[config.mk]
export PLATFORM = sky130hd
export DESIGN_NAME = read_out_buf
export DESIGN_NICKNAME = d
export VERILOG_FILES = /design/src/hdl/axi_mem_pkg.sv /design/src/hdl/read_out_buf.sv
export SDC_FILE = /design/constraint.sdc
export NUM_CORES = 1
export LEC_CHECK = 0
export CAP_MARGIN = 0
export CORE_MARGIN = 1
export CORE_UTILIZATION = 45
export DETAILED_ROUTE_END_ITERATION = 6
export DONT_BUFFER_PORTS = 1
export MAX_ROUTING_LAYER = met4
export PLACE_DENSITY = 0.59
export SKIP_CTS_REPAIR_TIMING = 1
export SYNTH_ARGS = -nofsm -noshare
export SYNTH_HDL_FRONTEND = slang
export SYNTH_SLANG_ARGS = --single-unit
export TNS_END_PERCENT = 10
[constraint.sdc]
create_clock -name CLK -period 2.4 [get_ports CLK]
set_input_delay 0.12 -clock CLK [delete_from_list [all_inputs] [get_ports CLK]]
set_output_delay 0.12 -clock CLK [all_outputs]
set_load 0.02 [all_outputs]
[src/hdl/axi_mem_pkg.sv]
/* Shared AXI widths, channel structs and state enums. The data bus is fixed at 32 bits.
   WRAP and reserved burst codes exist only so that they can be flagged. */
package axi_mem_pkg;

    localparam int ID_W       = 4;
    localparam int ADDR_W     = 32;
    localparam int DATA_W     = 32;
    localparam int STRB_W     = DATA_W / 8;
    localparam int BYTE_OFS_W = 2;     // log2 of STRB_W

    typedef enum logic [1:0] {
        BURST_FIXED = 2'b00,
        BURST_INCR  = 2'b01,
        BURST_WRAP  = 2'b10,    // not served
        BURST_RSVD  = 2'b11
    } burst_e;

    typedef enum logic [1:0] {
        RESP_OKAY   = 2'b00,
        RESP_SLVERR = 2'b10
    } resp_e;

    // ----------------------------------------------------------
    // channel payloads
    // ----------------------------------------------------------
    typedef struct packed {
        logic [ID_W-1:0]   id;
        logic [ADDR_W-1:0] addr;
        logic [7:0]        len;    // beats minus one
        logic [2:0]        size;   // log2 bytes per beat
        burst_e            burst;
    } axi_req_t;

    typedef struct packed {
        logic [DATA_W-1:0] data;
        logic [STRB_W-1:0] strb;
        logic              last;
    } w_beat_t;

    typedef struct packed {
        logic [ID_W-1:0] id;
        resp_e           resp;
    } b_rsp_t;

    typedef struct packed {
        logic [ID_W-1:0]   id;
        logic [DATA_W-1:0] data;
        resp_e             resp;
        logic              last;
    } r_beat_t;

    // rides alongside each RAM read
    typedef struct packed {
        logic [ID_W-1:0] id;
        logic            last;
    } rd_tag_t;

    typedef enum logic [1:0] {
        WR_IDLE,
        WR_DATA,
        WR_RESP
    } wr_state_e;

    typedef enum logic {
        RD_IDLE,
        RD_ISSUE
    } rd_state_e;

endpackage

[src/hdl/read_out_buf.sv]
/* Two-entry R-channel buffer behind the RAM read port. The issuer must hold off
   while can_issue is low, since occupancy plus the read in flight may not exceed two. */
`timescale 1ns/10ps

module read_out_buf (
    input  logic                            CLK,
    input  logic                            axi_aresetn,
    input  logic                            ren,
    input  axi_mem_pkg::rd_tag_t            tag,
    input  logic [axi_mem_pkg::DATA_W-1:0]  rdata,
    output logic                            can_issue,
    output axi_mem_pkg::r_beat_t            r,
    output logic                            r_valid,
    input  logic                            r_ready
);

    axi_mem_pkg::r_beat_t fifo [2];
    axi_mem_pkg::rd_tag_t tag_q;      // tag of the read in flight
    logic                 pend_q;     // rdata arrives this cycle
    logic                 wr_ptr;
    logic                 rd_ptr;
    logic [1:0]           count;
    logic                 push;
    logic                 pop;

    assign push      = pend_q;
    assign pop       = r_valid && r_ready;
    assign r_valid   = (count != 2'd0);
    assign r         = fifo[rd_ptr];
    assign can_issue = ({1'b0, count} + {2'b00, pend_q}) < 3'd2;

    // ----------------------------------------------------------
    // pointers and occupancy
    // ----------------------------------------------------------
    always_ff @(posedge CLK or negedge axi_aresetn) begin
        if (!axi_aresetn) begin
            pend_q <= 1'b0;
            wr_ptr <= 1'b0;
            rd_ptr <= 1'b0;
            count  <= '0;
        end else begin
            pend_q <= ren;
            if (push) begin
                wr_ptr <= ~wr_ptr;
            end
            if (pop) begin
                rd_ptr <= ~rd_ptr;
            end
            count <= count + {1'b0, push} - {1'b0, pop};
        end
    end

    always_ff @(posedge CLK) begin
        if (ren) begin
            tag_q <= tag;
        end
        if (push) begin
            fifo[wr_ptr] <= '{id: tag_q.id, data: rdata,
                              resp: axi_mem_pkg::RESP_OKAY, last: tag_q.last};
        end
    end

    // stalled head must not move
    a_r_stable: assert property (@(posedge CLK) disable iff (!axi_aresetn)
        r_valid && !r_ready |=> r_valid && $stable(r));

endmodule

==> impl_metrics.yaml, run 1 <==
outcome:
  status: "finished clean"
floorplanning:
  die_height_um: 85.6
  dieArea_mm2: 0.00733
  core_area_mm2: 0.00676
  die_x_um: 85.6
  ioPinCount: 82
  rows: 30
  start_util: 0.466
setup_path:
  required_ps: 2280
  critPathLaunchType: "register"
  startpoint: "rd_ptr"
  reg2regPathDepth: 6
  cp_max_fo: 16
  crit_type: "reg2out"
  cp.arrival_ps: 1700
  timing.rr.start: "count[0]"
  end_kind: "output port"
clock_network:
  cts_num_sinks: 84
  worstSkewPairLatency_ps: 340
  clk_pin_slew_ps: 80
  cts_tree: "yes"
  htree_levels: 3
  cts.path.max_buffers: 2
  cts_buffers: 9
  cts_root_buf: "clkbuf_8"
timing:
  tightest_slew_ps: 505
  slew_headroom: 0.663
  skew_ps: 8.43
  fin_ws_ps: 583
  setup_tns_ps: 0
  period_minus_slack_ps: 1820
  fmax_mhz: 550
  rsz0062_at_grt: "no"
  setup_viol: 0
  hold_viol: 0
  drv_slew: 0
  period_share: 0.757
  fin_hold_ws_ps: 25.1
placed_design:
  port_buffers: 0
  routabilityCongestion: 0.664
  pre_cts_slack_ps: 847
  hpwl_um: 3180
power_and_ir_drop:
  vdd_drop_max_v: 0.000723
  power_density_mw_per_mm2: 1200
  p_leak_nw: 1.42
drt:
  drt-total-wl_um: 4870
  drt_pass1_iterations: 4
  vias_per_cell: 5.02
  wl_per_cell_um: 17.6
  initialDrtViolationCount: 65
  route.detailed.drc: 0
  ant_nets: 0
  vias: 1386
synth:
  synth_area_mm2: 0.00315
  ys_warn_count: 0
  ys_seq_area_frac: 0.794
  synth.distinct_cells: 17
  ys_ff_latch: 84
  syn_inst: 141
  postSynthAreaPerCell_um2: 22.3
run:
  maxCapViolations: 0
cells_and_area:
  area.growth.synth_to_final_pct: 24.3
  antennaDiodeCount: 0
  fin_nets: 234
  drive_gt1_frac: 0.316
grt:
  grt_pass1_vias: 1292
  grt_usage: 0.134
  grt.overflow.total: 0
  grt_pass1_wl_um: 6700
  antenna_found_initial: 0
  grt_max_degree: 23
worst_hold_path:
  min_from: "r_ready"
  hold_class: "in2reg"
  holdPathStages: 2
[area by class of cell]
cell class / count / area [µm²]
tap: 80 / 100
inverter: 2 / 7.51
sequential: 84 / 2500
timing repair buffer: 44 / 440
clock buffer: 9 / 124
multi-input combinational: 50 / 599
clock inverter: 7 / 139
fill: 524 / 2850
[path summary, 6_finish.rpt]
kind,to,slack (ps)
worst max-delay path,r[26],580
worst min-delay path,rd_ptr,30
worst max register to register,count[1],870
worst min register to register,fifo[1][35],460
max in group asynchronous,rd_ptr,2130
min in group asynchronous,count[1],60
[per-stage QoR]
step | utilization | instance area [µm²] | power [mW] | instances
after global placement | 0.482 | 3260 | 3.35 | 221
after global routing | 0.579 | 3910 | 4.87 | 276
after CTS | 0.521 | 3520 | 4.67 | 237
after detailed placement | 0.482 | 3260 | 3.41 | 221
after floorplan | - | 3150 | 3.21 | 142
final | 0.579 | 3910 | 4.67 | 276
[sequential cells by signal, indices dropped and copies added (netlist names)]
name and cells:
pend_q 1, count 2, fifo 74, wr_ptr 1, tag_q 5, rd_ptr 1
[cell usage after synthesis, drive strengths merged]
library cell / number / area (µm²)
ha: 2 / 25.0
nor2b: 1 / 6.26
conb: 1 / 3.75
a21oi: 1 / 5.00
buf: 6 / 53.8
inv: 2 / 7.51
and2: 1 / 6.26
xor2: 2 / 17.5
dfrtp: 5 / 125
o21a: 1 / 7.51
xnor2: 2 / 17.5
mux2: 37 / 492
edfxtp: 79 / 2370
or2: 1 / 6.26
[power breakdown]
group | leakage [nW] | switching [mW] | internal [mW] | total [mW]
Clock | 0.133 | 0.476 | 0.794 | 1.27
Combinational | 0.485 | 0.784 | 0.546 | 1.33
Sequential | 0.801 | 0.138 | 1.94 | 2.07
Total | 1.42 | 1.40 | 3.28 | 4.67
[placed cells by master, fill, tap and decap left out]
cell type      Yosys  final
or2_2              1      1
conb_1             1      2
dlygate4sd3_1      0     39
xnor2_1            2      2
clkinv_4           0      1
mux2_2            17     17
clkbuf_8           0      9
mux2_4            20     20
dfrtp_1            5      4
xor2_1             2      2
bufinv_16          0      4
and2_2             0      1
buf_4              2      4
inv_1              2      2
buf_12             0      1
dfrtp_2            0      1
a21oi_1            1      1
clkinv_2           0      2
nor2b_4            0      1
o21a_1             1      1
edfxtp_1          79     79
ha_1               2      2
[kinds of logic after synthesis]
| group | count (synthesis) | synth area share |
|---|---|---|
| other | 1 | 0.00119 |
| adders and majority gates | 2 | 0.00795 |
| AOI/OAI and AO/OA | 2 | 0.00398 |
| DFF | 84 | 0.794 |
| muxes | 37 | 0.156 |
| and+or+nand+nor | 3 | 0.00597 |
| xor gates and xnor gates | 4 | 0.0111 |
| buffers and inverters | 8 | 0.0195 |
[layer usage]
layer,global-route usage,part of all wire,up-vias
met5,-,0,-
met4,0.0500,0.011,0
met3,0.0741,0.066,5
met2,0.220,0.52,51
met1,0.134,0.40,689
li1,-,-,641
[critical path: stages (launching register included)]
cell and delay (ps):
dfrtp_2 610, buf_4 310, mux2_2 430
Power figures use the tool's default switching activity.
==> run 2, diff against run 1 <==
ABC_AREA = 1   (was not set)
PLACE_DENSITY = 0.57   (was 0.59)
clock period = 1.8 ns   (was 2.4 ns; I/O delays follow)
==> run 2 against run 1 <==
Combinational power rose by 40%. Synthesized cell count rose by 65%. Sequential power rose by 30%. Sequential share of layout area rose by 1.9 points. Design area fell by 2.9%. Clock power barely moved. Sequential cell count did not move. Power rose by 24%.
==> impl_metrics.yaml, run 2 <==
outcome:
  status: "finished clean"
drt:
  vias: 1764
  wl_per_cell_um: 14.6
  vias_per_cell: 4.82
  ant_nets: 0
  drt_pass1_iterations: 4
  route.detailed.drc: 0
  drt-total-wl_um: 5360
  initialDrtViolationCount: 73
cells_and_area:
  antennaDiodeCount: 0
  reg_top3: "fifo: 74 flops, tag_q: 5 flops, count: 2 flops"
  largest_register_ff_count: 74
  fin_nets: 325
  drive_gt1_frac: 0.0839
  area.growth.synth_to_final_pct: 21.3
  final_cell_mix: "nand2_1 (121), edfxtp_1 (79), dlygate4sd3_1 (40)"
  final_common_cell: "nand2_1"
  top_register: "fifo"
  nFillCells: 558
floorplanning:
  die_height_um: 85.4
  core_area_mm2: 0.00676
  dieArea_mm2: 0.00729
  ioPinCount: 82
  die_x_um: 85.4
  start_util: 0.463
  rows: 30
setup_path:
  critPathLaunchType: "register"
  r2r_slack_ps: 210
  required_ps: 2030
  cp.arrival_ps: 1820
  crit_type: "reg2reg"
  end_kind: "register"
  cp_max_fo: 3
placed_design:
  hpwl_um: 3240
  pre_cts_slack_ps: 230
  routabilityCongestion: 0.681
  port_buffers: 0
power_and_ir_drop:
  vdd_drop_max_v: 0.000874
  power_density_mw_per_mm2: 1520
  p_leak_nw: 1.53
synth:
  syn_inst: 232
  yosys.area.top_type: "edfxtp_1"
  synthTopCellsByCount: "nand2_1 (121), edfxtp_1 (79), inv_1 (8)"
  synth_edf_count: 79
  ys_seq_area_frac: 0.799
  netlist.area_leader.share: 0.759
  synth.distinct_cells: 14
  yosys-top-cells-area: "edfxtp_1 (76%), nand2_1 (15%), dfrtp_1 (4.0%)"
  async_flop_share: 0.0595
  synth_area_mm2: 0.00313
  synth_most_common_cell: "nand2_1"
  ys_ff_latch: 84
  ys_warn_count: 0
  postSynthAreaPerCell_um2: 13.5
  ys.flop_type: "edfxtp_1"
timing:
  skew_ps: 7.13
  period_share: 0.884
  hold_viol: 0
  fin_ws_ps: 209
  fmax_mhz: 628
  rsz0062_at_grt: "no"
  period_minus_slack_ps: 1590
  drv_slew: 0
  setup_tns_ps: 0
  setup_viol: 0
grt:
  grt.overflow.total: 0
  grt_max_degree: 27
  grt_usage: 0.153
  grt_pass1_wl_um: 7650
  antenna_found_initial: 0
  grt_pass1_vias: 1553
clock_network:
  cts_buffers: 9
  cts_root_buf: "clkbuf_8"
  clk_pin_slew_ps: 70
  cts_tree: "yes"
  htree_levels: 3
  worstSkewPairLatency_ps: 340
  cts_num_sinks: 84
  cts.path.max_buffers: 2
run:
  maxCapViolations: 0
worst_hold_path:
  hold_class: "in2async"
[run 2: cell count changes after synthesis, moves of 2 or more]
cell | previous run | this run
nand3_1 | 0 | 2
mux2_4 | 20 | 0
xnor2_1 | 2 | 0
inv_1 | 2 | 8
buf_4 | 2 | 4
nand2_1 | 0 | 121
mux2_2 | 17 | 0
[run 2: power breakdown]
part / internal (mW) / total (mW) / switching, mW / leakage (nW)
sequential: 2.58 / 2.69 / 0.109 / 0.803
combinational: 0.396 / 1.86 / 1.46 / 0.634
clock: 0.621 / 1.24 / 0.620 / 0.0923
[run 2: metal layers]
metal	global-route usage	vias to the layer above	wire (µm)
met2	0.247	48	2840
met5	-	-	0
met1	0.167	842	2170
met3	0.0545	10	224
li1	-	864	-
met4	0.0773	0	113
[run 2: logic make-up (layout without fill, tap and decap cells)]
logic type	count (synthesis)	count (layout)	share of synthesized area
other	1	2	0.00120
buffers and inverters	19	72	0.0380
AND/OR/NAND/NOR	124	124	0.150
flip-flops	84	84	0.799
adder cells (fa/ha/maj)	2	2	0.00800
XOR/XNOR	1	1	0.00280
AO/OA/AOI/OAI	1	1	0.00160
[run 2: worst max-delay path, cell delays in order (launching register included)]
cell and delay (ps):
dfrtp_1 400, inv_1 80, nand2_1 180, nand2_1 140, inv_1 50, ha_1 260, inv_1 40, ha_1 190
nand3_1 90, nand2_1 50
[run 2: layout make-up]
cell class,instances,area (µm²),area share
Inverter,9,33.8,0.00891
Clock inverter,6,56.3,0.0148
Tap cell,80,100,0.0264
Clock buffer,9,124,0.0327
Timing Repair Buffer,48,460,0.121
Sequential cell,84,2500,0.658
Multi-Input combinational cell,130,522,0.138
[run 2: worst paths after layout]
check,startpoint,to,cells past startpoint
max,count[1],count[1],9
max in group asynchronous,axi_aresetn,count[0],1
min,axi_aresetn,count[1],1
min reg2reg,tag_q[1],fifo[1][33],0
max reg2reg,count[1],count[1],9
min in group CLK,tag[3],tag_q[3],1
[run 2: stage by stage]
stage	cell area (µm²)	power (mW)	std cells	utilization	hold WS (ps)
floorplan	3140	4.25	233	-	-206
global placement	3210	4.51	311	0.476	-205
detailed placement	3210	4.55	311	0.476	-205
CTS	3390	5.78	326	0.502	-577
global route	3790	6.12	366	0.561	50.3
finish	3790	5.78	366	0.561	46.8
