`config.mk`:
```
export PLATFORM = sky130hd
export DESIGN_NAME = axi_mem_ctrl
export DESIGN_NICKNAME = d
export VERILOG_FILES = /design/src/hdl/axi_mem_pkg.sv /design/src/hdl/axi_mem_ctrl.sv
export SDC_FILE = /design/constraint.sdc
export NUM_CORES = 1
export LEC_CHECK = 0
export ABC_AREA = 0
export BUFFER_PORTS_ARGS = -buffer_cell sky130_fd_sc_hd__buf_2
export CORE_AREA = 2 2 132 134
export DETAILED_ROUTE_END_ITERATION = 8
export DIE_AREA = 0 0 134 136
export GPL_TIMING_DRIVEN = 0
export PLACE_DENSITY_LB_ADDON = 0.1
export SYNTH_ARGS = -nofsm -noshare
export SYNTH_HDL_FRONTEND = slang
export SYNTH_SLANG_ARGS = --single-unit
```
`constraint.sdc`:
```
create_clock -name CLK -period 2.73 [get_ports CLK]
set_clock_uncertainty 0.05 [all_clocks]
set_input_delay 0.546 -clock CLK [delete_from_list [all_inputs] [get_ports CLK]]
set_output_delay 0.546 -clock CLK [all_outputs]
set_load 0.01 [all_outputs]
```
`src/hdl/axi_mem_pkg.sv`:
```
/* Shared AXI widths, channel structs and state enums. The data bus is fixed at 32 bits.
   WRAP and reserved burst codes exist only so that they can be flagged. */
package axi_mem_pkg;

    localparam int ID_W       = 4;
    localparam int ADDR_W     = 32;
    localparam int DATA_W     = 32;
    localparam int STRB_W     = DATA_W / 8;
    localparam int BYTE_OFS_W = 2;     // log2 of STRB_W

    typedef enum logic [1:0] {
        BURST_FIXED = 2'b00,
        BURST_INCR  = 2'b01,
        BURST_WRAP  = 2'b10,    // not served
        BURST_RSVD  = 2'b11
    } burst_e;

    typedef enum logic [1:0] {
        RESP_OKAY   = 2'b00,
        RESP_SLVERR = 2'b10
    } resp_e;

    // ----------------------------------------------------------
    // channel payloads
    // ----------------------------------------------------------
    typedef struct packed {
        logic [ID_W-1:0]   id;
        logic [ADDR_W-1:0] addr;
        logic [7:0]        len;    // beats minus one
        logic [2:0]        size;   // log2 bytes per beat
        burst_e            burst;
    } axi_req_t;

    typedef struct packed {
        logic [DATA_W-1:0] data;
        logic [STRB_W-1:0] strb;
        logic              last;
    } w_beat_t;

    typedef struct packed {
        logic [ID_W-1:0] id;
        resp_e           resp;
    } b_rsp_t;

    typedef struct packed {
        logic [ID_W-1:0]   id;
        logic [DATA_W-1:0] data;
        resp_e             resp;
        logic              last;
    } r_beat_t;

    // rides alongside each RAM read
    typedef struct packed {
        logic [ID_W-1:0] id;
        logic            last;
    } rd_tag_t;

    typedef enum logic [1:0] {
        WR_IDLE,
        WR_DATA,
        WR_RESP
    } wr_state_e;

    typedef enum logic {
        RD_IDLE,
        RD_ISSUE
    } rd_state_e;

endpackage

```
`src/hdl/axi_mem_ctrl.sv`:
```
/* Write and read channel machines. A missing WLAST on the final beat gives SLVERR,
   and ar_ready returns once the last read of a burst has been issued. */
`timescale 1ns/10ps

module axi_mem_ctrl #(
    parameter  int MEM_BYTES = 1024,
    localparam int AW        = $clog2(MEM_BYTES)
) (
    input  logic                            CLK,
    input  logic                            axi_aresetn,
    input  axi_mem_pkg::axi_req_t           aw,
    input  logic                            aw_valid,
    output logic                            aw_ready,
    input  axi_mem_pkg::w_beat_t            w,
    input  logic                            w_valid,
    output logic                            w_ready,
    output axi_mem_pkg::b_rsp_t             b,
    output logic                            b_valid,
    input  logic                            b_ready,
    input  axi_mem_pkg::axi_req_t           ar,
    input  logic                            ar_valid,
    output logic                            ar_ready,
    output logic                            wr_load,
    output logic                            wr_step,
    output logic                            rd_load,
    output logic                            rd_step,
    output axi_mem_pkg::axi_req_t           wr_req,
    output axi_mem_pkg::axi_req_t           rd_req,
    input  logic [AW-1:0]                   wr_addr,
    input  logic [AW-1:0]                   rd_addr,
    output logic [axi_mem_pkg::STRB_W-1:0]  mem_wen,
    output logic [AW-1:0]                   mem_waddr,
    output logic [axi_mem_pkg::DATA_W-1:0]  mem_wdata,
    output logic                            mem_ren,
    output logic [AW-1:0]                   mem_raddr,
    output axi_mem_pkg::rd_tag_t            rd_tag,
    input  logic                            can_issue
);

    axi_mem_pkg::wr_state_e         wr_state;
    axi_mem_pkg::rd_state_e         rd_state;
    logic                           aw_hs;
    logic                           w_hs;
    logic                           ar_hs;
    logic [7:0]                     wr_len;
    logic [7:0]                     wr_cnt;    // beats accepted so far
    logic [7:0]                     rd_len;
    logic [7:0]                     rd_cnt;    // reads issued so far
    logic [axi_mem_pkg::ID_W-1:0]   rd_id;

    assign aw_hs = aw_valid && aw_ready;
    assign w_hs  = w_valid && w_ready;
    assign ar_hs = ar_valid && ar_ready;

    // generators load straight from the address channel
    assign wr_load = aw_hs;
    assign wr_req  = aw;
    assign wr_step = w_hs;
    assign rd_load = ar_hs;
    assign rd_req  = ar;

    // ----------------------------------------------------------
    // write channel
    // ----------------------------------------------------------
    always_ff @(posedge CLK or negedge axi_aresetn) begin
        if (!axi_aresetn) begin
            wr_state <= axi_mem_pkg::WR_IDLE;
            aw_ready <= 1'b0;
            w_ready  <= 1'b0;
            b_valid  <= 1'b0;
            b        <= '0;
            wr_len   <= '0;
            wr_cnt   <= '0;
            mem_wen  <= '0;
        end else begin
            mem_wen <= '0;
            case (wr_state)
                axi_mem_pkg::WR_IDLE: begin
                    if (aw_hs) begin
                        aw_ready <= 1'b0;
                        w_ready  <= 1'b1;
                        b.id     <= aw.id;
                        wr_len   <= aw.len;
                        wr_cnt   <= '0;
                        wr_state <= axi_mem_pkg::WR_DATA;
                    end else begin
                        aw_ready <= 1'b1;
                    end
                end
                axi_mem_pkg::WR_DATA: begin
                    if (w_hs) begin
                        mem_wen <= w.strb;    // RAM write lands next edge
                        wr_cnt  <= wr_cnt + 8'd1;
                        // count decides the end, WLAST only grades it
                        if (wr_cnt == wr_len) begin
                            w_ready  <= 1'b0;
                            b.resp   <= w.last ? axi_mem_pkg::RESP_OKAY
                                               : axi_mem_pkg::RESP_SLVERR;
                            wr_state <= axi_mem_pkg::WR_RESP;
                        end
                    end
                end
                axi_mem_pkg::WR_RESP: begin
                    if (!b_valid) begin
                        b_valid <= 1'b1;    // final beat reaches the RAM on this edge
                    end else if (b_ready) begin
                        b_valid  <= 1'b0;
                        aw_ready <= 1'b1;
                        wr_state <= axi_mem_pkg::WR_IDLE;
                    end
                end
                default: wr_state <= axi_mem_pkg::WR_IDLE;
            endcase
        end
    end

    always_ff @(posedge CLK) begin
        if (w_hs) begin
            mem_waddr <= wr_addr;
            mem_wdata <= w.data;
        end
    end

    // ----------------------------------------------------------
    // read channel
    // ----------------------------------------------------------
    assign mem_ren   = (rd_state == axi_mem_pkg::RD_ISSUE) && can_issue;
    assign mem_raddr = rd_addr;
    assign rd_step   = mem_ren;
    assign rd_tag    = '{id: rd_id, last: (rd_cnt == rd_len)};

    always_ff @(posedge CLK or negedge axi_aresetn) begin
        if (!axi_aresetn) begin
            rd_state <= axi_mem_pkg::RD_IDLE;
            ar_ready <= 1'b0;
            rd_id    <= '0;
            rd_len   <= '0;
            rd_cnt   <= '0;
        end else begin
            case (rd_state)
                axi_mem_pkg::RD_IDLE: begin
                    if (ar_hs) begin
                        ar_ready <= 1'b0;
                        rd_id    <= ar.id;
                        rd_len   <= ar.len;
                        rd_cnt   <= '0;
                        rd_state <= axi_mem_pkg::RD_ISSUE;
                    end else begin
                        ar_ready <= 1'b1;
                    end
                end
                axi_mem_pkg::RD_ISSUE: begin
                    if (mem_ren) begin
                        rd_cnt <= rd_cnt + 8'd1;
                        // buffer keeps order, so the next AR may start early
                        if (rd_cnt == rd_len) begin
                            rd_state <= axi_mem_pkg::RD_IDLE;
                        end
                    end
                end
                default: rd_state <= axi_mem_pkg::RD_IDLE;
            endcase
        end
    end

    // ----------------------------------------------------------
    // checks
    // ----------------------------------------------------------
    a_aw_req: assert property (@(posedge CLK) disable iff (!axi_aresetn)
        aw_hs |-> (aw.burst inside {axi_mem_pkg::BURST_FIXED, axi_mem_pkg::BURST_INCR})
                  && (aw.size <= 3'(axi_mem_pkg::BYTE_OFS_W)));

    a_ar_req: assert property (@(posedge CLK) disable iff (!axi_aresetn)
        ar_hs |-> (ar.burst inside {axi_mem_pkg::BURST_FIXED, axi_mem_pkg::BURST_INCR})
                  && (ar.size <= 3'(axi_mem_pkg::BYTE_OFS_W)));

    // a raised write response holds until the master takes it
    a_b_hold: assert property (@(posedge CLK) disable iff (!axi_aresetn)
        b_valid && !b_ready |=> b_valid && $stable(b));

endmodule

```
==> qor.csv, run 1 <==
stage,metric,value,unit
routing,routed-via-count,3487,
cts,clock_latency,340,ps
setup_path,end_kind,output port,
setup_path,worst-setup-path-type,flop to output port,
timing,period_minus_slack,2090,ps
cells_and_area,drive_above_1_share,62.1,%
timing,fmax,479,MHz
routing,via_per_inst,4.02,
pwr,peakVddDrop,0.318,mV
floorplanning,rows,48,
cells_and_area,synthToLayoutAreaGrowth,41.4,%
synth,netlist_instances,376,
grt,overflow,0,
setup_path,crit_required,2130,ps
grt,grt.total_usage,11.6,%
floorplanning,io_pins,336,
cts,htreeDepth,3,
cts,cts_tree,built,
floorplanning,die-area,18200,µm²
synth,synth_edf_count,42,
timing,finalCritPeriodShare,76.4,%
pwr,p_total,0.00489,W
worst_hold_path,hp-class,input pin to async pin,
timing,hold-worst-slack,196,ps
cells_and_area,final_common_cell,buf_2,
cts,cts_buffer_depth,2,
placement,dp_hpwl,9070,µm
pwr,leakage,3.18,nW
timing,hold_viol_final,0,
timing,setup_viol,0,
setup_path,critical_path.cell_chain,xnor2_1 -> nand4_1 -> nor2_1 -> buf_2,
synth,syn-num-nets,540,
setup_path,crit_path_start_kind,flop,
timing,rsz0062_at_grt,no,
floorplanning,die_w,134,µm
synth,async_flop_share,55.3,%
synth,ys_warn_count,0,
timing,drv_slew,0,
placement,dp.cells,852,
setup_path,cpMaxStageDelayCell,dfrtp_1,
grt,grt_pass1_vias,3240,
floorplanning,start_util,26.5,%
routing,dr.pass1.iters,4,
placement,routabilityCongestion,0.734,
synth,synth-main-ff-cell,dfrtp_1,
run_status,status,"complete, no violations",
synth,yosysTopAreaCell,dfrtp_1,
placement,place_ws,889,ps
routing,ant_nets,0,
floorplanning,coreArea,16900,µm²
pwr,p_per_area,773,nW/µm²
timing,finalSetupTns,0,ps
setup_path,critPathMaxStageDelay,400,ps
synth,syn-cell-area,4470,µm²
synth,syn_area_per_cell,11.9,µm²
cts,postCtsSetupBuffers,0,
routing,wl_per_cell,12.9,µm
synth,ys_ff_latch,94,
setup_path,cp_max_fo,3,
placement,place.port_buffers,250,
cts,cts_hold_buf,0,
cts,clk_pin_slew,70,ps
grt,grt_max_degree,53,
synth,synth_top_area_share,29.1,%
timing,tightest_slew,696,ps
routing,detail_route.wirelength,11200,µm
cells_and_area,layout_common_cells,"251 x buf_2, 113 x buf_4, 52 x nand2_1, 52 x dfrtp_1, 42 x edfxtp_1",
synth,synthTopCellsByArea,"dfrtp_1 29%, edfxtp_1 28%, buf_4 19%",
cells_and_area,diodes,0,
routing,drc,0,
cts,cts_sinks,94,
cts,ctsResizeCount,0,
cells_and_area,final_cells,868,
job,maxCapViolCount,0,
synth,ys_seq_area_share,57.3,%
synth,ys_types,38,
grt,grt_pass1_wl,16400,µm
floorplanning,die_h,136,µm
cells_and_area,fillers,1740,
timing,relSlewSlack,53.6,%
cells_and_area,fin_nets,802,
cts,cts_buffers,9,
cts,cts-root-buf,clkbuf_16,
timing,fin_ws,643,ps
grt,antenna_found_initial,0,
setup_path,crit_arrival,1490,ps
routing,initialDrtViolationCount,97,
[report_power, final]
part / total, W / switching, W / internal, W
Sequential: 0.00217 / 0.000275 / 0.00189
Clock: 0.00125 / 0.000536 / 0.000711
Combinational: 0.00147 / 0.000738 / 0.000737
[worst paths after layout]
kind,startpoint,to,slack [ps],cells past startpoint
max,rd_cnt[7],rd_tag[0],640,4
min,axi_aresetn,b[2],200,1
max reg2reg,ar_ready,rd_len[4],1140,5
min reg2reg,rd_id[1],rd_id[1],430,2
max in group asynchronous,axi_aresetn,rd_id[0],1960,1
min in group CLK,w[24],mem_wdata[19],330,1
[cell families after synthesis]
family | Yosys count | synth area share, %
buffers and inverters | 125 | 20.3
and+or+nand+nor | 99 | 11.3
DFF | 94 | 57.3
xor gates and xnor gates | 21 | 4.11
AOI/OAI and AO/OA | 18 | 2.35
muxes | 16 | 3.92
adders and majority gates | 2 | 0.560
other | 1 | 0.0839
[per-stage QoR]
stage	util [%]	cell area [µm²]
2_1_floorplan	-	4470
3_3_place_gp	35.6	6000
3_5_place_dp	35.7	6020
4_1_cts	37.5	6320
5_1_grt	37.5	6320
6_report	37.5	6320
[synthesized netlist by cell type (4+ instances only)]
| library cell | instances |
|---|---|
| nand2_1 | 52 |
| nor2_1 | 10 |
| xnor2_1 | 18 |
| nand3_1 | 6 |
| o21ai_0 | 8 |
| mux2i_1 | 4 |
| and2_1 | 6 |
| nand4_1 | 8 |
| dfrtp_1 | 52 |
| buf_4 | 112 |
| edfxtp_1 | 42 |
| a21oi_1 | 4 |
| inv_1 | 8 |
| mux2_2 | 12 |
[flip-flops by register name, indices dropped and copies added (netlist names), 2 cells and up]
signal / cells
rd_len: 8
mem_wen: 4
wr_len: 8
wr_state: 2
rd_id: 4
wr_cnt: 8
b: 5
mem_waddr: 10
rd_cnt: 8
mem_wdata: 32
[critical path: cells and delay by family, from the launching register on]
family,cells,cell delay [ps]
xor+xnor,1,210
buf+inv,1,160
flops,1,400
simple gates,2,370
[cell type report]
cell class | count | area [µm²] | area share, %
inverter | 8 | 30.0 | 0.475
timing repair buffer | 251 | 1270 | 20.1
sequential | 94 | 2560 | 40.5
buffer | 117 | 880 | 13.9
clock inverter | 7 | 71.3 | 1.13
tap | 225 | 282 | 4.45
clock buffer | 9 | 225 | 3.56
multi-input combinational | 157 | 1000 | 15.8
[layer usage]
layer	global-route usage (%)	up-vias	wire length, µm
met5	0	-	0
met4	4.96	0	183
met3	3.28	11	1190
met1	12.8	1601	4210
li1	-	1665	-
met2	20.9	210	5580
No activity file was read; power rests on OpenSTA's default activity.
==> inputs of run 2 (changes only) <==
Settings changed: CORE_AREA 2 2 132 134 to 2 2 131 133, DIE_AREA 0 0 134 136 to 0 0 133 135.
Clock period 2.73 ns to 1.78 ns, I/O delays scaled along.
==> run 2 against run 1 <==
Compared with the run above: first-iteration DRC count down 7.2%; worst setup slack worse by 600 ps; hold slack worse by 180 ps; critical endpoint unchanged; count of clock-buffer cells in the layout increased by 2; power up 52%; sequential share of layout area is 0.065 points lower; sequential cell count unchanged; die area down 1.5%.
==> qor.csv, run 2 (synthesized netlist as in run 1, its figures left out) <==
stage,metric,value,unit
timing,relSlewSlack,53.3,%
grt,grt-busiest-layer,met2,
floorplanning,die_h,135,µm
routing,initialDrtViolationCount,90,
placement,routabilityCongestion,0.733,
routing,via_per_inst,4.04,
cts,cts_buffer_depth,2,
setup_path,cp_max_fo,2,
floorplanning,die_w,133,µm
routing,dr.pass1.iters,4,
setup_path,crit_required,1370,ps
floorplanning,die-area,18000,µm²
setup_path,r2r_start,ar_ready,
cells_and_area,final_common_cell,buf_2,
cts,clk_pin_slew,70,ps
grt,met3_usage,3.42,%
timing,period_minus_slack,1740,ps
cts,htreeDepth,3,
grt,grt_use_met1,14.4,%
run_status,status,"complete, no violations",
setup_path,crit_arrival,1330,ps
setup_path,worst-setup-path-type,flop to output port,
cells_and_area,fillers,1654,
cts,cts_tree,built,
cells_and_area,synthToLayoutAreaGrowth,42.0,%
setup_path,crit_path_start_kind,flop,
floorplanning,io_pins,336,
setup_path,crit_start,rd_len[7],
floorplanning,start_util,27.2,%
setup_path,worstSetupEndpoint,rd_tag[0],
timing,fmax,576,MHz
cells_and_area,top_regs,"mem_wdata (32), mem_waddr (10)",
timing,tightest_slew,700,ps
placement,dp_hpwl,9280,µm
pwr,peakVddDrop,0.423,mV
cells_and_area,largest_register_ffs,32,
timing,hold_viol_final,0,
grt,antenna_found_initial,0,
routing,drc,0,
grt,grt.total_usage,12.8,%
cells_and_area,fin_nets,809,
grt,grt_max_degree,53,
worst_hold_path,hp-class,input pin to async pin,
cts,clock_latency,350,ps
setup_path,reg2reg_to,rd_id[2],
cells_and_area,multiInputGateArea,1030,µm²
job,maxCapViolCount,0,
floorplanning,coreArea,16400,µm²
cells_and_area,diodes,0,
cts,cts_buffers,9,
placement,place.port_buffers,250,
pwr,p_per_area,1170,nW/µm²
setup_path,r2r_cells,5,
pwr,p_total,0.00745,W
timing,finalCritPeriodShare,97.5,%
cts,cts_hold_buf,0,
cells_and_area,regArea,2570,µm²
cells_and_area,layout_common_cells,"251 x buf_2, 119 x buf_4, 51 x nand2_1",
routing,ant_nets,0,
grt,overflow,0,
setup_path,r2r_slack,210,ps
timing,setup_viol,0,
routing,wl_per_cell,13.6,µm
floorplanning,rows,47,
timing,rsz0062_at_grt,yes,
setup_path,end_kind,output port,
cts,cts_sinks,94,
placement,dp.cells,846,
grt,grt_pass1_vias,3458,
cells_and_area,drive_above_1_share,63.4,%
cts,cts-root-buf,clkbuf_16,
grt,grt_pass1_wl,17500,µm
grt,grt_use_met2,22.7,%
timing,hold-worst-slack,13.2,ps
routing,routed-via-count,3517,
routing,detail_route.wirelength,11800,µm
pwr,leakage,3.19,nW
cells_and_area,final_cells,870,
timing,drv_slew,0,
cells_and_area,largest-register,mem_wdata,
==> run 2: how the worst min path moves through the flow <==
| stage | endpoint | depth (start not counted) |
|---|---|---|
| floorplan | ar_ready | 0 |
| global placement | rd_id[3] | 2 |
| detailed placement | rd_id[1] | 2 |
| CTS | mem_waddr[1] | 1 |
| global route | b[1] | 1 |
| finish | b_valid | 1 |
==> run 2: what timing repair did <==
item | CTS | global route
resized for setup | 5 | 3
setup buffers | 5 | 1
pin swaps | 9 | 2
endpoints found under the setup margin | 27 | 2
gates cloned | 2 | 0
==> run 2: layout make-up <==
class,count,area share (%)
Buffer,117,13.9
Clock buffer,11,3.67
Clock inverter,5,0.572
Inverter,8,0.473
Multi-Input combinational cell,159,16.2
Sequential cell,94,40.5
Tap cell,220,4.34
Timing Repair Buffer,256,20.5
==> run 2: worst max-delay path: stages (launching register included) <==
cell and delay (ps):
dfrtp_1 410, xnor2_2 170, nand4_1 120, nor2_1 140, buf_2 150
==> run 2: routing by layer <==
| metal | part of all wire, % | vias to the layer above |
|---|---|---|
| li1 | - | 1679 |
| met1 | 39 | 1620 |
| met2 | 50 | 207 |
| met3 | 9.9 | 11 |
| met4 | 1.7 | 0 |
| met5 | 0 | - |
==> run 2: power breakdown <==
| group | leakage (nW) | switching (W) | internal (W) |
|---|---|---|---|
| logic | 2.03 | 0.00119 | 0.00117 |
| registers | 1.04 | 0.000410 | 0.00291 |
| clock network | 0.122 | 0.000817 | 0.000950 |
==> run 2: per-stage QoR <==
stage	setup WS (ps)	utilization (%)	area, µm²	TNS (ps)
6_report	44.9	38.7	6350	0
5_1_grt	-79.0	38.7	6350	-79.0
4_1_cts	-6.77	38.5	6320	-6.77
3_5_place_dp	-239	36.6	6000	-239
3_3_place_gp	-237	36.6	6000	-237
2_1_floorplan	203	-	4470	0
