`src/hdl/axi_mem_pkg.sv`:
```
/* Shared AXI widths, channel structs and state enums. The data bus is fixed at 32 bits.
   WRAP and reserved burst codes exist only so that they can be flagged. */
package axi_mem_pkg;

    localparam int ID_W       = 4;
    localparam int ADDR_W     = 32;
    localparam int DATA_W     = 32;
    localparam int STRB_W     = DATA_W / 8;
    localparam int BYTE_OFS_W = 2;     // log2 of STRB_W

    typedef enum logic [1:0] {
        BURST_FIXED = 2'b00,
        BURST_INCR  = 2'b01,
        BURST_WRAP  = 2'b10,    // not served
        BURST_RSVD  = 2'b11
    } burst_e;

    typedef enum logic [1:0] {
        RESP_OKAY   = 2'b00,
        RESP_SLVERR = 2'b10
    } resp_e;

    // ----------------------------------------------------------
    // channel payloads
    // ----------------------------------------------------------
    typedef struct packed {
        logic [ID_W-1:0]   id;
        logic [ADDR_W-1:0] addr;
        logic [7:0]        len;    // beats minus one
        logic [2:0]        size;   // log2 bytes per beat
        burst_e            burst;
    } axi_req_t;

    typedef struct packed {
        logic [DATA_W-1:0] data;
        logic [STRB_W-1:0] strb;
        logic              last;
    } w_beat_t;

    typedef struct packed {
        logic [ID_W-1:0] id;
        resp_e           resp;
    } b_rsp_t;

    typedef struct packed {
        logic [ID_W-1:0]   id;
        logic [DATA_W-1:0] data;
        resp_e             resp;
        logic              last;
    } r_beat_t;

    // rides alongside each RAM read
    typedef struct packed {
        logic [ID_W-1:0] id;
        logic            last;
    } rd_tag_t;

    typedef enum logic [1:0] {
        WR_IDLE,
        WR_DATA,
        WR_RESP
    } wr_state_e;

    typedef enum logic {
        RD_IDLE,
        RD_ISSUE
    } rd_state_e;

endpackage

```
`src/hdl/burst_addr_gen.sv`:
```
/* Byte address of the current beat within a burst. INCR steps are aligned to the
   transfer size and wrap at MEM_BYTES, and any other burst type holds the address. */
`timescale 1ns/10ps

module burst_addr_gen #(
    parameter  int MEM_BYTES = 1024,
    localparam int AW        = $clog2(MEM_BYTES)
) (
    input  logic                  CLK,
    input  logic                  axi_aresetn,
    input  logic                  load,
    input  logic                  step,
    input  axi_mem_pkg::axi_req_t req,
    output logic [AW-1:0]         addr
);

    logic [2:0]          size_q;
    axi_mem_pkg::burst_e burst_q;
    logic [AW-1:0]       bytes;     // bytes per beat

    assign bytes = AW'(1) << size_q;

    always_ff @(posedge CLK or negedge axi_aresetn) begin
        if (!axi_aresetn) begin
            addr    <= '0;
            size_q  <= '0;
            burst_q <= axi_mem_pkg::BURST_FIXED;
        end else if (load) begin
            addr    <= req.addr[AW-1:0];    // modulo memory size
            size_q  <= req.size;
            burst_q <= req.burst;
        end else if (step && (burst_q == axi_mem_pkg::BURST_INCR)) begin
            // align down first so an unaligned start lands on the next boundary
            addr <= (addr & ~(bytes - AW'(1))) + bytes;
        end
    end

endmodule

```
`config.mk`:
```
export PLATFORM = sky130hd
export DESIGN_NAME = burst_addr_gen
export DESIGN_NICKNAME = d
export VERILOG_FILES = /design/src/hdl/axi_mem_pkg.sv /design/src/hdl/burst_addr_gen.sv
export SDC_FILE = /design/constraint.sdc
export NUM_CORES = 1
export LEC_CHECK = 0
export ABC_AREA = 1
export BUFFER_PORTS_ARGS = -buffer_cell sky130_fd_sc_hd__buf_2
export CAP_MARGIN = 25
export CORE_MARGIN = 3
export CORE_UTILIZATION = 37
export CTS_CLUSTER_DIAMETER = 150
export DETAILED_ROUTE_END_ITERATION = 6
export GPL_TIMING_DRIVEN = 0
export PLACE_DENSITY = 0.7
export SLEW_MARGIN = 30
export SYNTH_ARGS = -nofsm -noshare
export SYNTH_HDL_FRONTEND = slang
export SYNTH_SLANG_ARGS = --single-unit
```
`constraint.sdc`:
```
create_clock -name CLK -period 2.4 [get_ports CLK]
set_input_delay 0 -clock CLK [delete_from_list [all_inputs] [get_ports CLK]]
set_output_delay 0 -clock CLK [all_outputs]
set_load 0.005 [all_outputs]
```
==> impl_results.md, run 1 <==
* Outcome: completed
* Starting Density at 39.9%
* Clk_skew at 0.00250 ns
* H-tree depth at 1
* Reg-to-Reg End: addr[8]
* Wirelength per Cell at 11.4 um
* Worst flop-to-flop path startpoint: size_q[1]
* Finished Layout Cells at 304
* Drt initial violations at 47
* Mapped Nets at 264
* Vias in the first global route at 1339
* Setup Crit Path Kind: reg2reg
* Worst skew pair latency at 0.26 ns
* Worst setup path start: size_q[1]
* Global-route met3 utilization at 2.02%
* Power per cell area at 517 mW/mm^2
* Worst Reg-to-Reg Cells at 16
* Post-synth cell types at 34
* Worst endpoint required time at 2.55 ns
* CP dominant cell by count: nand3_1
* Leak Pwr at 0.957 nW
* Antenna viol nets, final at 0
* Port Buffers at 28
* HPWL Detailed at 2.57 mm
* Residual DRC count at 0
* Crit end category: flop
* CTS Sinks at 15
* Crit-path max cell delay at 0.37 ns
* Mapped Cells at 208
* Num CTS Buffers at 3
* Slowest-stage cell, CP: dfrtp_1
* Worst VDD drop at 298 uV
* Synthesized area at 0.00137 mm^2
* 1st-pass router iterations at 4
* Worst hold path class: in2reg
* Largest net degree at the start of global routing at 16
* Relative slew slack at 71.7%
* First-pass GRT wire length at 5.83 mm
* DP Cell Count at 282
* Placed cell area at 0.00157 mm^2
* GR Util All Layers at 17.3%
* Worst setup SP type: flop
* Grt ovf at 0
* Vias at 1469
* Setup tns final at 0 ns
* Clock slew at reported path FFs at 0.07 ns
* Min Tclk post-route at 2.29 ns
* Nets at 315
* CP Max Fanout at 6
* Grt peak-use layer: met2
* RePlAce Congestion at 0.927
* Root Buffer Master: clkbuf_8
* Final Setup Violations at 0
* Total core area at 0.00344 mm^2
* Max-slew violation count at 0
* Leading post-synthesis cells by cell area: dfrtp_1 27%, nand2_1 16%, nand3_1 8.7%
* Final worst slack at 0.114 ns
* Worst-Margin Slew at 0.424 ns
* Initial antenna violation count at 0
* FMAX at 437 MHz
* Clock Tree Buf Depth at 2
* RSZ-0062 raised after global routing: true
* Final Hold Vio Count at 0
* # IOs at 63
* Number of fillers in the final layout at 353
* Max-Cap Viols at 0
* Final period utilization at 95.2%
* Mapped Avg Cell Area at 6.60 um^2
* #FFs+latches synth at 15
* Post-route cell area at 0.00185 mm^2
* Pre-CTS WS at -0.0422 ns
* Worst EP arrival at 2.43 ns
* Critical path capture point: addr[8]
* FP Rows at 21
* Die Y at 66.9 um
* Met2 Use GR at 30.1%
* CTS tree: yes
* N_diodes at 0
* Crit path cell chain: buf_6, clkinv_8, nand2_8, nor2_4, inv_2, ha_4, nand3_1, a21oi_2, ha_1, inv_1, nor2_1, nand3_1, nand3_1, nand3_1, nand2_1, nand2_1
* DRT Wirelength at 3.47 mm
* P&R area growth vs syn at 34.4%
* Share of the synthesized area in the top cell type at 27.3%
* GRT met1 Usage at 21.0%
* Die width at 66.9 um
* Via-to-Cell Ratio at 4.83
* Ys Warns at 0
* Reg2reg setup slack at 0.11 ns
* Synth area leader: dfrtp_1
* Post-synthesis sequential area ratio at 27.3%
* Fraction of layout cells with a size suffix above 1 at 30.6%
* Die area at 0.00448 mm^2
-- per-layer routing --
layer / vias up / part of all wire, % / wire length, um
li1: 772 / - / -
met4: 0 / 2.2 / 78
met5: - / 0 / 0
met3: 7 / 4.7 / 164
met1: 661 / 46 / 1580
met2: 29 / 47 / 1650
-- cells in the final DEF, fill, tap and decap left out, types with 3 or more instances in the layout --
master and count:
buf_2 29, dlygate4sd3_1 7, nand3_1 22, o21ai_0 10
dfrtp_1 15, nand2_1 57, a21oi_1 3, buf_6 3
nor2_1 21, clkbuf_8 3, nand3_2 4, o21ai_1 4
inv_1 20, nand4_1 4, nor2_2 4, nor2_4 3
buf_4 10, nand2_2 7
-- worst min-delay path by stage --
stage          depth (start not counted)      end        start
5_1_grt                                3  addr[1]      req[14]
3_5_place_dp                           1  addr[5]  axi_aresetn
2_1_floorplan                          0  addr[0]  axi_aresetn
3_3_place_gp                           1  addr[6]  axi_aresetn
4_1_cts                                3  addr[1]      req[14]
6_report                               3  addr[1]      req[14]
-- report_power, final --
part	switching (mW)	internal, mW
combinational	0.241	0.177
clock	0.103	0.115
sequential	0.0303	0.289
total	0.374	0.581
-- critical path: cells and delay by family (launching register included) --
family,cells,cell delay (ns)
buf+inv,4,0.35
flops,1,0.37
fa+ha+maj,2,0.53
simple gates,9,0.85
compound gates,1,0.06
-- area by class of cell --
class	instances	area (um^2)	area share [%]
Timing Repair Buffer	46	305	16.5
Tap cell	46	57.6	3.12
Clock inverter	1	5.00	0.271
Inverter	27	126	6.84
Buffer	6	46.3	2.51
Multi-Input combinational cell	160	890	48.2
Sequential cell	15	375	20.3
Clock buffer	3	41.3	2.24
-- sequential cells by signal, indices dropped and copies added (netlist names) --
signal,cells
addr,10
size_q,3
burst_q,2
-- repair_timing --
action	CTS	global route
endpoints found under the setup margin	3	3
resized for setup	1	14
cloned	0	0
pin swaps	0	13
hold endpoints to repair	21	0
hold buffers	7	0
setup buffers	0	11
-- kinds of logic (layout without fill, tap and decap cells) --
| family | Yosys count | in the layout | share of synthesized area (%) |
|---|---|---|---|
| compound gates | 27 | 27 | 11.7 |
| xor+xnor | 2 | 2 | 1.28 |
| fa+ha+maj | 3 | 3 | 2.73 |
| buf+inv | 33 | 83 | 11.8 |
| flops | 15 | 15 | 27.3 |
| simple gates | 128 | 128 | 45.1 |
-- Yosys cell counts, drive strengths merged --
master,count
nand4,4
nand3,28
or2,1
nand2,66
xor2,1
nor2,28
clkinv,2
o211ai,1
o21bai,2
o22ai,2
nor3,1
dfrtp,15
a31oi,2
o21ai,14
xnor2,1
clkbuf,2
a21oi,5
inv,25
a22oi,1
ha,3
buf,4
-- metrics by stage --
step           utilization [%]  hold WS, ns  power (mW)
2_1_floorplan                -       -0.296       0.578
3_3_place_gp              45.7      -0.0644       0.675
3_5_place_dp              45.7      -0.0669       0.680
4_1_cts                   49.1      0.00272       0.909
5_1_grt                   53.7       0.0154        1.03
6_report                  53.7      0.00561       0.955
Note: power is estimated with default switching activity, not from simulation.
==> run 2, diff against run 1 <==
PLACE_DENSITY = 0.72   (was 0.7)
clock period = 2.1 ns   (was 2.4 ns; I/O delays follow)
==> run 2 against run 1 <==
The run now ends with setup timing left. Register-to-register slack worse by 0.23 ns. Sequential cell count unchanged. Global-route usage increased by 1.3 points. Critical path type unchanged.
==> impl_results.md, run 2 (synthesis gave the netlist of run 1 again) <==
* Outcome: finished, violations left
* Violated checks: setup timing
* Max-Cap Viols at 0
* Total core area at 0.00344 mm^2
* Clock slew at reported path FFs at 0.07 ns
* Worst setup SP type: flop
* P&R area growth vs syn at 39.9%
* 1st-pass router iterations at 4
* Relative slew slack at 71.9%
* Max-slew violation count at 0
* Slowest-stage cell, CP: dfrtp_1
* Vias at 1517
* Worst Reg-to-Reg Cells at 18
* Leak Pwr at 0.978 nW
* N_diodes at 0
* Final worst slack at -0.114 ns
* Worst VDD drop at 303 uV
* Clk_skew at 0.00401 ns
* Int Power at 0.684 mW
* First-pass GRT wire length at 6.38 mm
* RSZ-0062 raised after global routing: true
* Min Tclk post-route at 2.21 ns
* Setup Crit Path Kind: reg2reg
* Worst skew pair latency at 0.25 ns
* Final Setup Violations at 7
* Switching part of the total at 39.7%
* Nets at 320
* Hold Path Stages at 3
* Top reg by flops: addr
* Die area at 0.00448 mm^2
* RePlAce Congestion at 0.980
* Worst flop-to-flop path startpoint: size_q[0]
* Via-to-Cell Ratio at 4.91
* Most frequent cells in the layout: 55 x nand2_1, 29 x buf_2, 21 x nor2_1, 19 x inv_1, 19 x nand3_1
* Switching pwr at 0.450 mW
* Min-delay src: req[14]
* Total power draw at 1.13 mW
* Initial antenna violation count at 0
* Worst EP arrival at 2.35 ns
* Grt ovf at 0
* Top flop regs: addr x10, size_q x3, burst_q x2
* DRT Wirelength at 3.95 mm
* Worst hold path endpoint: addr[1]
* Worst setup path start: size_q[0]
* Final period utilization at 105%
* Power per cell area at 590 mW/mm^2
* Num CTS Buffers at 3
* # IOs at 63
* Crit-path max cell delay at 0.37 ns
* Flop pwr share at 32.4%
* Reg-to-Reg End: addr[7]
* Worst hold path class: in2reg
* HPWL Detailed at 2.61 mm
* Worst-Margin Slew at 0.422 ns
* Residual DRC count at 0
* Logic pwr share at 46.3%
* Worst endpoint required time at 2.24 ns
* Antenna viol nets, final at 0
* Drt initial violations at 54
* Fraction of layout cells with a size suffix above 1 at 35.7%
* CP Max Fanout at 5
* GR Util All Layers at 18.6%
* Clock Tree Buf Depth at 2
* Max FFs per register at 10
* Wirelength per Cell at 12.8 um
* CTS tree: yes
* Starting Density at 39.9%
* Crit path cell chain: buf_6, inv_4, nand2_4, nor2_4, inv_2, ha_4, nand2_2, nand2_2, a21oi_2, ha_4, nand3_4, nor2_2, nor2_1, nand2_1, nand2_1, nand2_1, o21bai_1, nand2_1
* Setup tns final at -0.373 ns
* FP Rows at 21
* Crit end category: flop
* CTS Sinks at 15
* Largest net degree at the start of global routing at 16
* Clock Power Share at 21.3%
* Reg2reg setup slack at -0.11 ns
* Die Y at 66.9 um
* Vias in the first global route at 1431
* Die width at 66.9 um
* Port Buffers at 28
* FMAX at 452 MHz
* CP dominant cell by count: nand2_1
* Commonest non-fill, non-tap cell in the layout: nand2_1
* Final Hold Vio Count at 0
* WP buf/inv at 3
* H-tree depth at 1
* Top delay family on crit path: simple AND/OR/NAND/NOR gates
* Root Buffer Master: clkbuf_8
run 2: per-stage QoR:
| stage | worst slack (ns) | area [um^2] | instances | utilization [%] | hold slack, ns |
|---|---|---|---|---|---|
| 3_5_place_dp | -0.204 | 1590 | 282 | 46.2 | -0.0659 |
| 4_1_cts | -0.0955 | 1850 | 306 | 53.6 | 0.00447 |
| 3_3_place_gp | -0.188 | 1590 | 282 | 46.2 | -0.0705 |
| 6_report | -0.114 | 1920 | 309 | 55.8 | 0.0106 |
| 5_1_grt | -0.290 | 1920 | 309 | 55.8 | 0.0192 |
| 2_1_floorplan | 0.0140 | 1390 | 208 | - | -0.296 |
run 2: worst max-delay path by stage:
| stage | slack, ns | to | cells past startpoint |
|---|---|---|---|
| after floorplan | 0.01 | addr[7] | 18 |
| after global placement | -0.19 | addr[9] | 16 |
| after detailed placement | -0.20 | addr[9] | 16 |
| after CTS | -0.1 | addr[7] | 18 |
| after global routing | -0.29 | addr[7] | 18 |
| final | -0.11 | addr[7] | 18 |
run 2: cell type report:
class,instances,area [um^2]
clock inverters,1,5.00
plain buffers,5,35.0
clock buffers,3,41.3
fillers,326,1520
multi-input cells,160,933
well taps,46,57.6
flip-flops and latches,15,377
repair buffers,52,354
inverters,27,119
run 2: power by group through the flow:
| stage | Clock, mW | Sequential [mW] | Combinational, mW |
|---|---|---|---|
| floorplan | 0 | 0.369 | 0.300 |
| global placement | 0 | 0.368 | 0.413 |
| detailed placement | 0 | 0.371 | 0.420 |
| CTS | 0.250 | 0.366 | 0.481 |
| global route | 0.260 | 0.376 | 0.580 |
| finish | 0.241 | 0.367 | 0.525 |
run 2: worst reg2reg max path, delay by kind of cell (launching register included):
family,cells,cell delay [ns]
buffers and inverters,3,0.24
AO/OA/AOI/OAI,2,0.32
flip-flops,1,0.37
adder cells (fa/ha/maj),2,0.43
AND/OR/NAND/NOR,11,0.76
run 2: per-layer routing:
| layer | share of wire, % | track usage, % | wire, um |
|---|---|---|---|
| met1 | 43 | 24.0 | 1700 |
| met2 | 49 | 32.2 | 1940 |
| met3 | 7.1 | 2.36 | 281 |
| met4 | 0.76 | 5.06 | 30 |
| met5 | 0 | 0 | 0 |
run 2: what timing repair did:
item | 4_1_cts | 5_1_grt
pin swaps | 6 | 20
setup buffers | 13 | 6
endpoints found under the setup margin | 4 | 6
hold buffers | 7 | 0
resized for setup | 9 | 14
endpoints found under the hold margin | 21 | 0
==> run 3, diff against run 2 <==
PLACE_DENSITY = 0.7   (was 0.72)
clock period = 2.2 ns   (was 2.1 ns; I/O delays follow)
==> run 3 against run 2 <==
The run now ends clean. Fmax rose by 2.3%. Core utilization rose by 0.69 points. Register-to-register slack improved by 0.15 ns. Critical endpoint is now addr[9]. Largest power group unchanged.
==> impl_results.md, run 3 (synthesis gave the netlist of run 1 again) <==
* Total power draw at 1.09 mW
* H-tree depth at 1
* Worst hold slack at 0.00505 ns
* Clock slew at reported path FFs at 0.07 ns
* Worst-Margin Slew at 0.416 ns
* CP Max Fanout at 4
* Outcome: completed
* CTS tree: yes
* Fraction of layout cells with a size suffix above 1 at 37.3%
* Finished Layout Cells at 309
* Initial antenna violation count at 0
* Final Setup Violations at 0
* Num CTS Buffers at 3
* Root Buffer Master: clkbuf_8
* Residual DRC count at 0
* Switching part of the total at 40.0%
* Leak Pwr at 0.978 nW
* Worst hold path class: in2reg
* Power per cell area at 562 mW/mm^2
* N_diodes at 0
* Worst endpoint required time at 2.35 ns
* FMAX at 462 MHz
* Worst EP arrival at 2.32 ns
* First-pass GRT wire length at 6.07 mm
* Die Y at 66.9 um
* Commonest non-fill, non-tap cell in the layout: nand2_1
* Die width at 66.9 um
* WP buf/inv at 3
* Worst VDD drop at 327 uV
* DR WL met3 at 143 um
* Relative slew slack at 72.2%
* Crit end category: flop
* Grt ovf at 0
* Die area at 0.00448 mm^2
* FP Rows at 21
* RePlAce Congestion at 0.927
* 1st-pass router iterations at 4
* Largest net degree at the start of global routing at 16
* Vias in the first global route at 1422
* DP Cell Count at 282
* HPWL Detailed at 2.57 mm
* Clock Tree Buf Depth at 2
* Drt initial violations at 54
* Starting Density at 39.9%
* Slowest-stage cell, CP: dfrtp_2
* Max layer used: met4
* CTS Sinks at 15
* # IOs at 63
* Worst setup SP type: flop
* Most frequent cells in the layout: 54 x nand2_1, 29 x buf_2, 19 x inv_1, 19 x nor2_1, 18 x nand3_1
* Setup Crit Path Kind: reg2reg
* Wirelength per Cell at 12.3 um
* Max-slew violation count at 0
* Clock Power Share at 21.8%
* Switching pwr at 0.437 mW
* Antenna viol nets, final at 0
* Clk_skew at 0.00252 ns
* Top delay family on crit path: simple AND/OR/NAND/NOR gates
* Max-Cap Viols at 0
* Int Power at 0.656 mW
* Final period utilization at 98.4%
* Via-to-Cell Ratio at 4.98
* Top reg by flops: addr
* Metal2 WL at 1.95 mm
* Port Buffers at 28
* Logic pwr share at 45.9%
* Total core area at 0.00344 mm^2
* Vias at 1540
* P&R area growth vs syn at 41.6%
* Crit-path max cell delay at 0.45 ns
* Worst skew pair latency at 0.26 ns
* DRT Wirelength at 3.81 mm
* Max FFs per register at 10
* GR Util All Layers at 17.9%
* RSZ-0062 raised after global routing: true
* Crit path cell chain: inv_8, nand2_4, nor2_4, inv_2, ha_4, nand3_1, a21oi_2, ha_4, nand3_4, buf_4, nor2_4, nand3_2, nand4_1, nand3_1, nand2_1, nand2_1
* M1 wire length at 1.66 mm
* Top flop regs: addr x10, size_q x3, burst_q x2
* Min Tclk post-route at 2.16 ns
* Nets at 320
* Fin util at 56.5%
* Final Hold Vio Count at 0
* Flop pwr share at 32.3%
[run 3: changes by cell type in the layout (fill, tap and decap cells not counted), sizes merged]
| cell | before | now |
|---|---|---|
| clkinv | 3 | 5 |
| inv | 25 | 23 |
[run 3: area by class of cell]
| class | count | area (um^2) |
|---|---|---|
| clock inverters | 1 | 5.00 |
| plain buffers | 4 | 23.8 |
| clock buffers | 3 | 41.3 |
| inverters | 27 | 126 |
| well taps | 46 | 57.6 |
| flip-flops and latches | 15 | 378 |
| repair buffers | 53 | 362 |
| fillers | 340 | 1500 |
| multi-input cells | 160 | 952 |
[run 3: worst min-delay path, stage by stage]
cell and delay (ns):
buf_2 0.10, nand2_1 0.05, a31oi_1 0.08
[run 3: worst paths after layout]
kind | start | slack [ns] | depth (start not counted) | end
min reg2reg | burst_q[0] | 0.49 | 2 | burst_q[0]
max reg2reg | size_q[1] | 0.04 | 16 | addr[9]
min in group asynchronous | axi_aresetn | 0.18 | 2 | addr[0]
max | size_q[1] | 0.04 | 16 | addr[9]
max in group asynchronous | axi_aresetn | 1.73 | 2 | size_q[0]
min | req[14] | 0.005 | 3 | addr[1]
[run 3: power groups by stage]
stage	clock network [mW]	logic (mW)	registers [mW]
final	0.239	0.501	0.353
after global routing	0.258	0.555	0.361
after CTS	0.243	0.448	0.349
after detailed placement	0	0.388	0.353
after global placement	0	0.385	0.352
after floorplan	0	0.279	0.352
[run 3: repair_timing]
| action | in CTS | in global routing |
|---|---|---|
| setup buffers | 12 | 6 |
| pin swaps | 6 | 16 |
| resized for setup | 9 | 24 |
| endpoints found under the setup margin | 5 | 7 |
| hold endpoints to repair | 21 | 0 |
| hold buffers | 7 | 0 |
[run 3: stage by stage]
step	TNS, ns	instance area [um^2]	worst slack, ns
3_3_place_gp	-0.620	1570	-0.213
4_1_cts	-0.0117	1810	-0.0117
5_1_grt	-0.278	1950	-0.148
2_1_floorplan	0	1370	0.0379
6_report	0	1950	0.0359
3_5_place_dp	-0.709	1570	-0.242
[run 3: metal layers]
| layer | vias to the layer above | global-route usage, % |
|---|---|---|
| li1 | 780 | - |
| met2 | 37 | 31.4 |
| met5 | - | 0 |
| met4 | 0 | 7.85 |
| met3 | 5 | 2.02 |
| met1 | 718 | 21.6 |
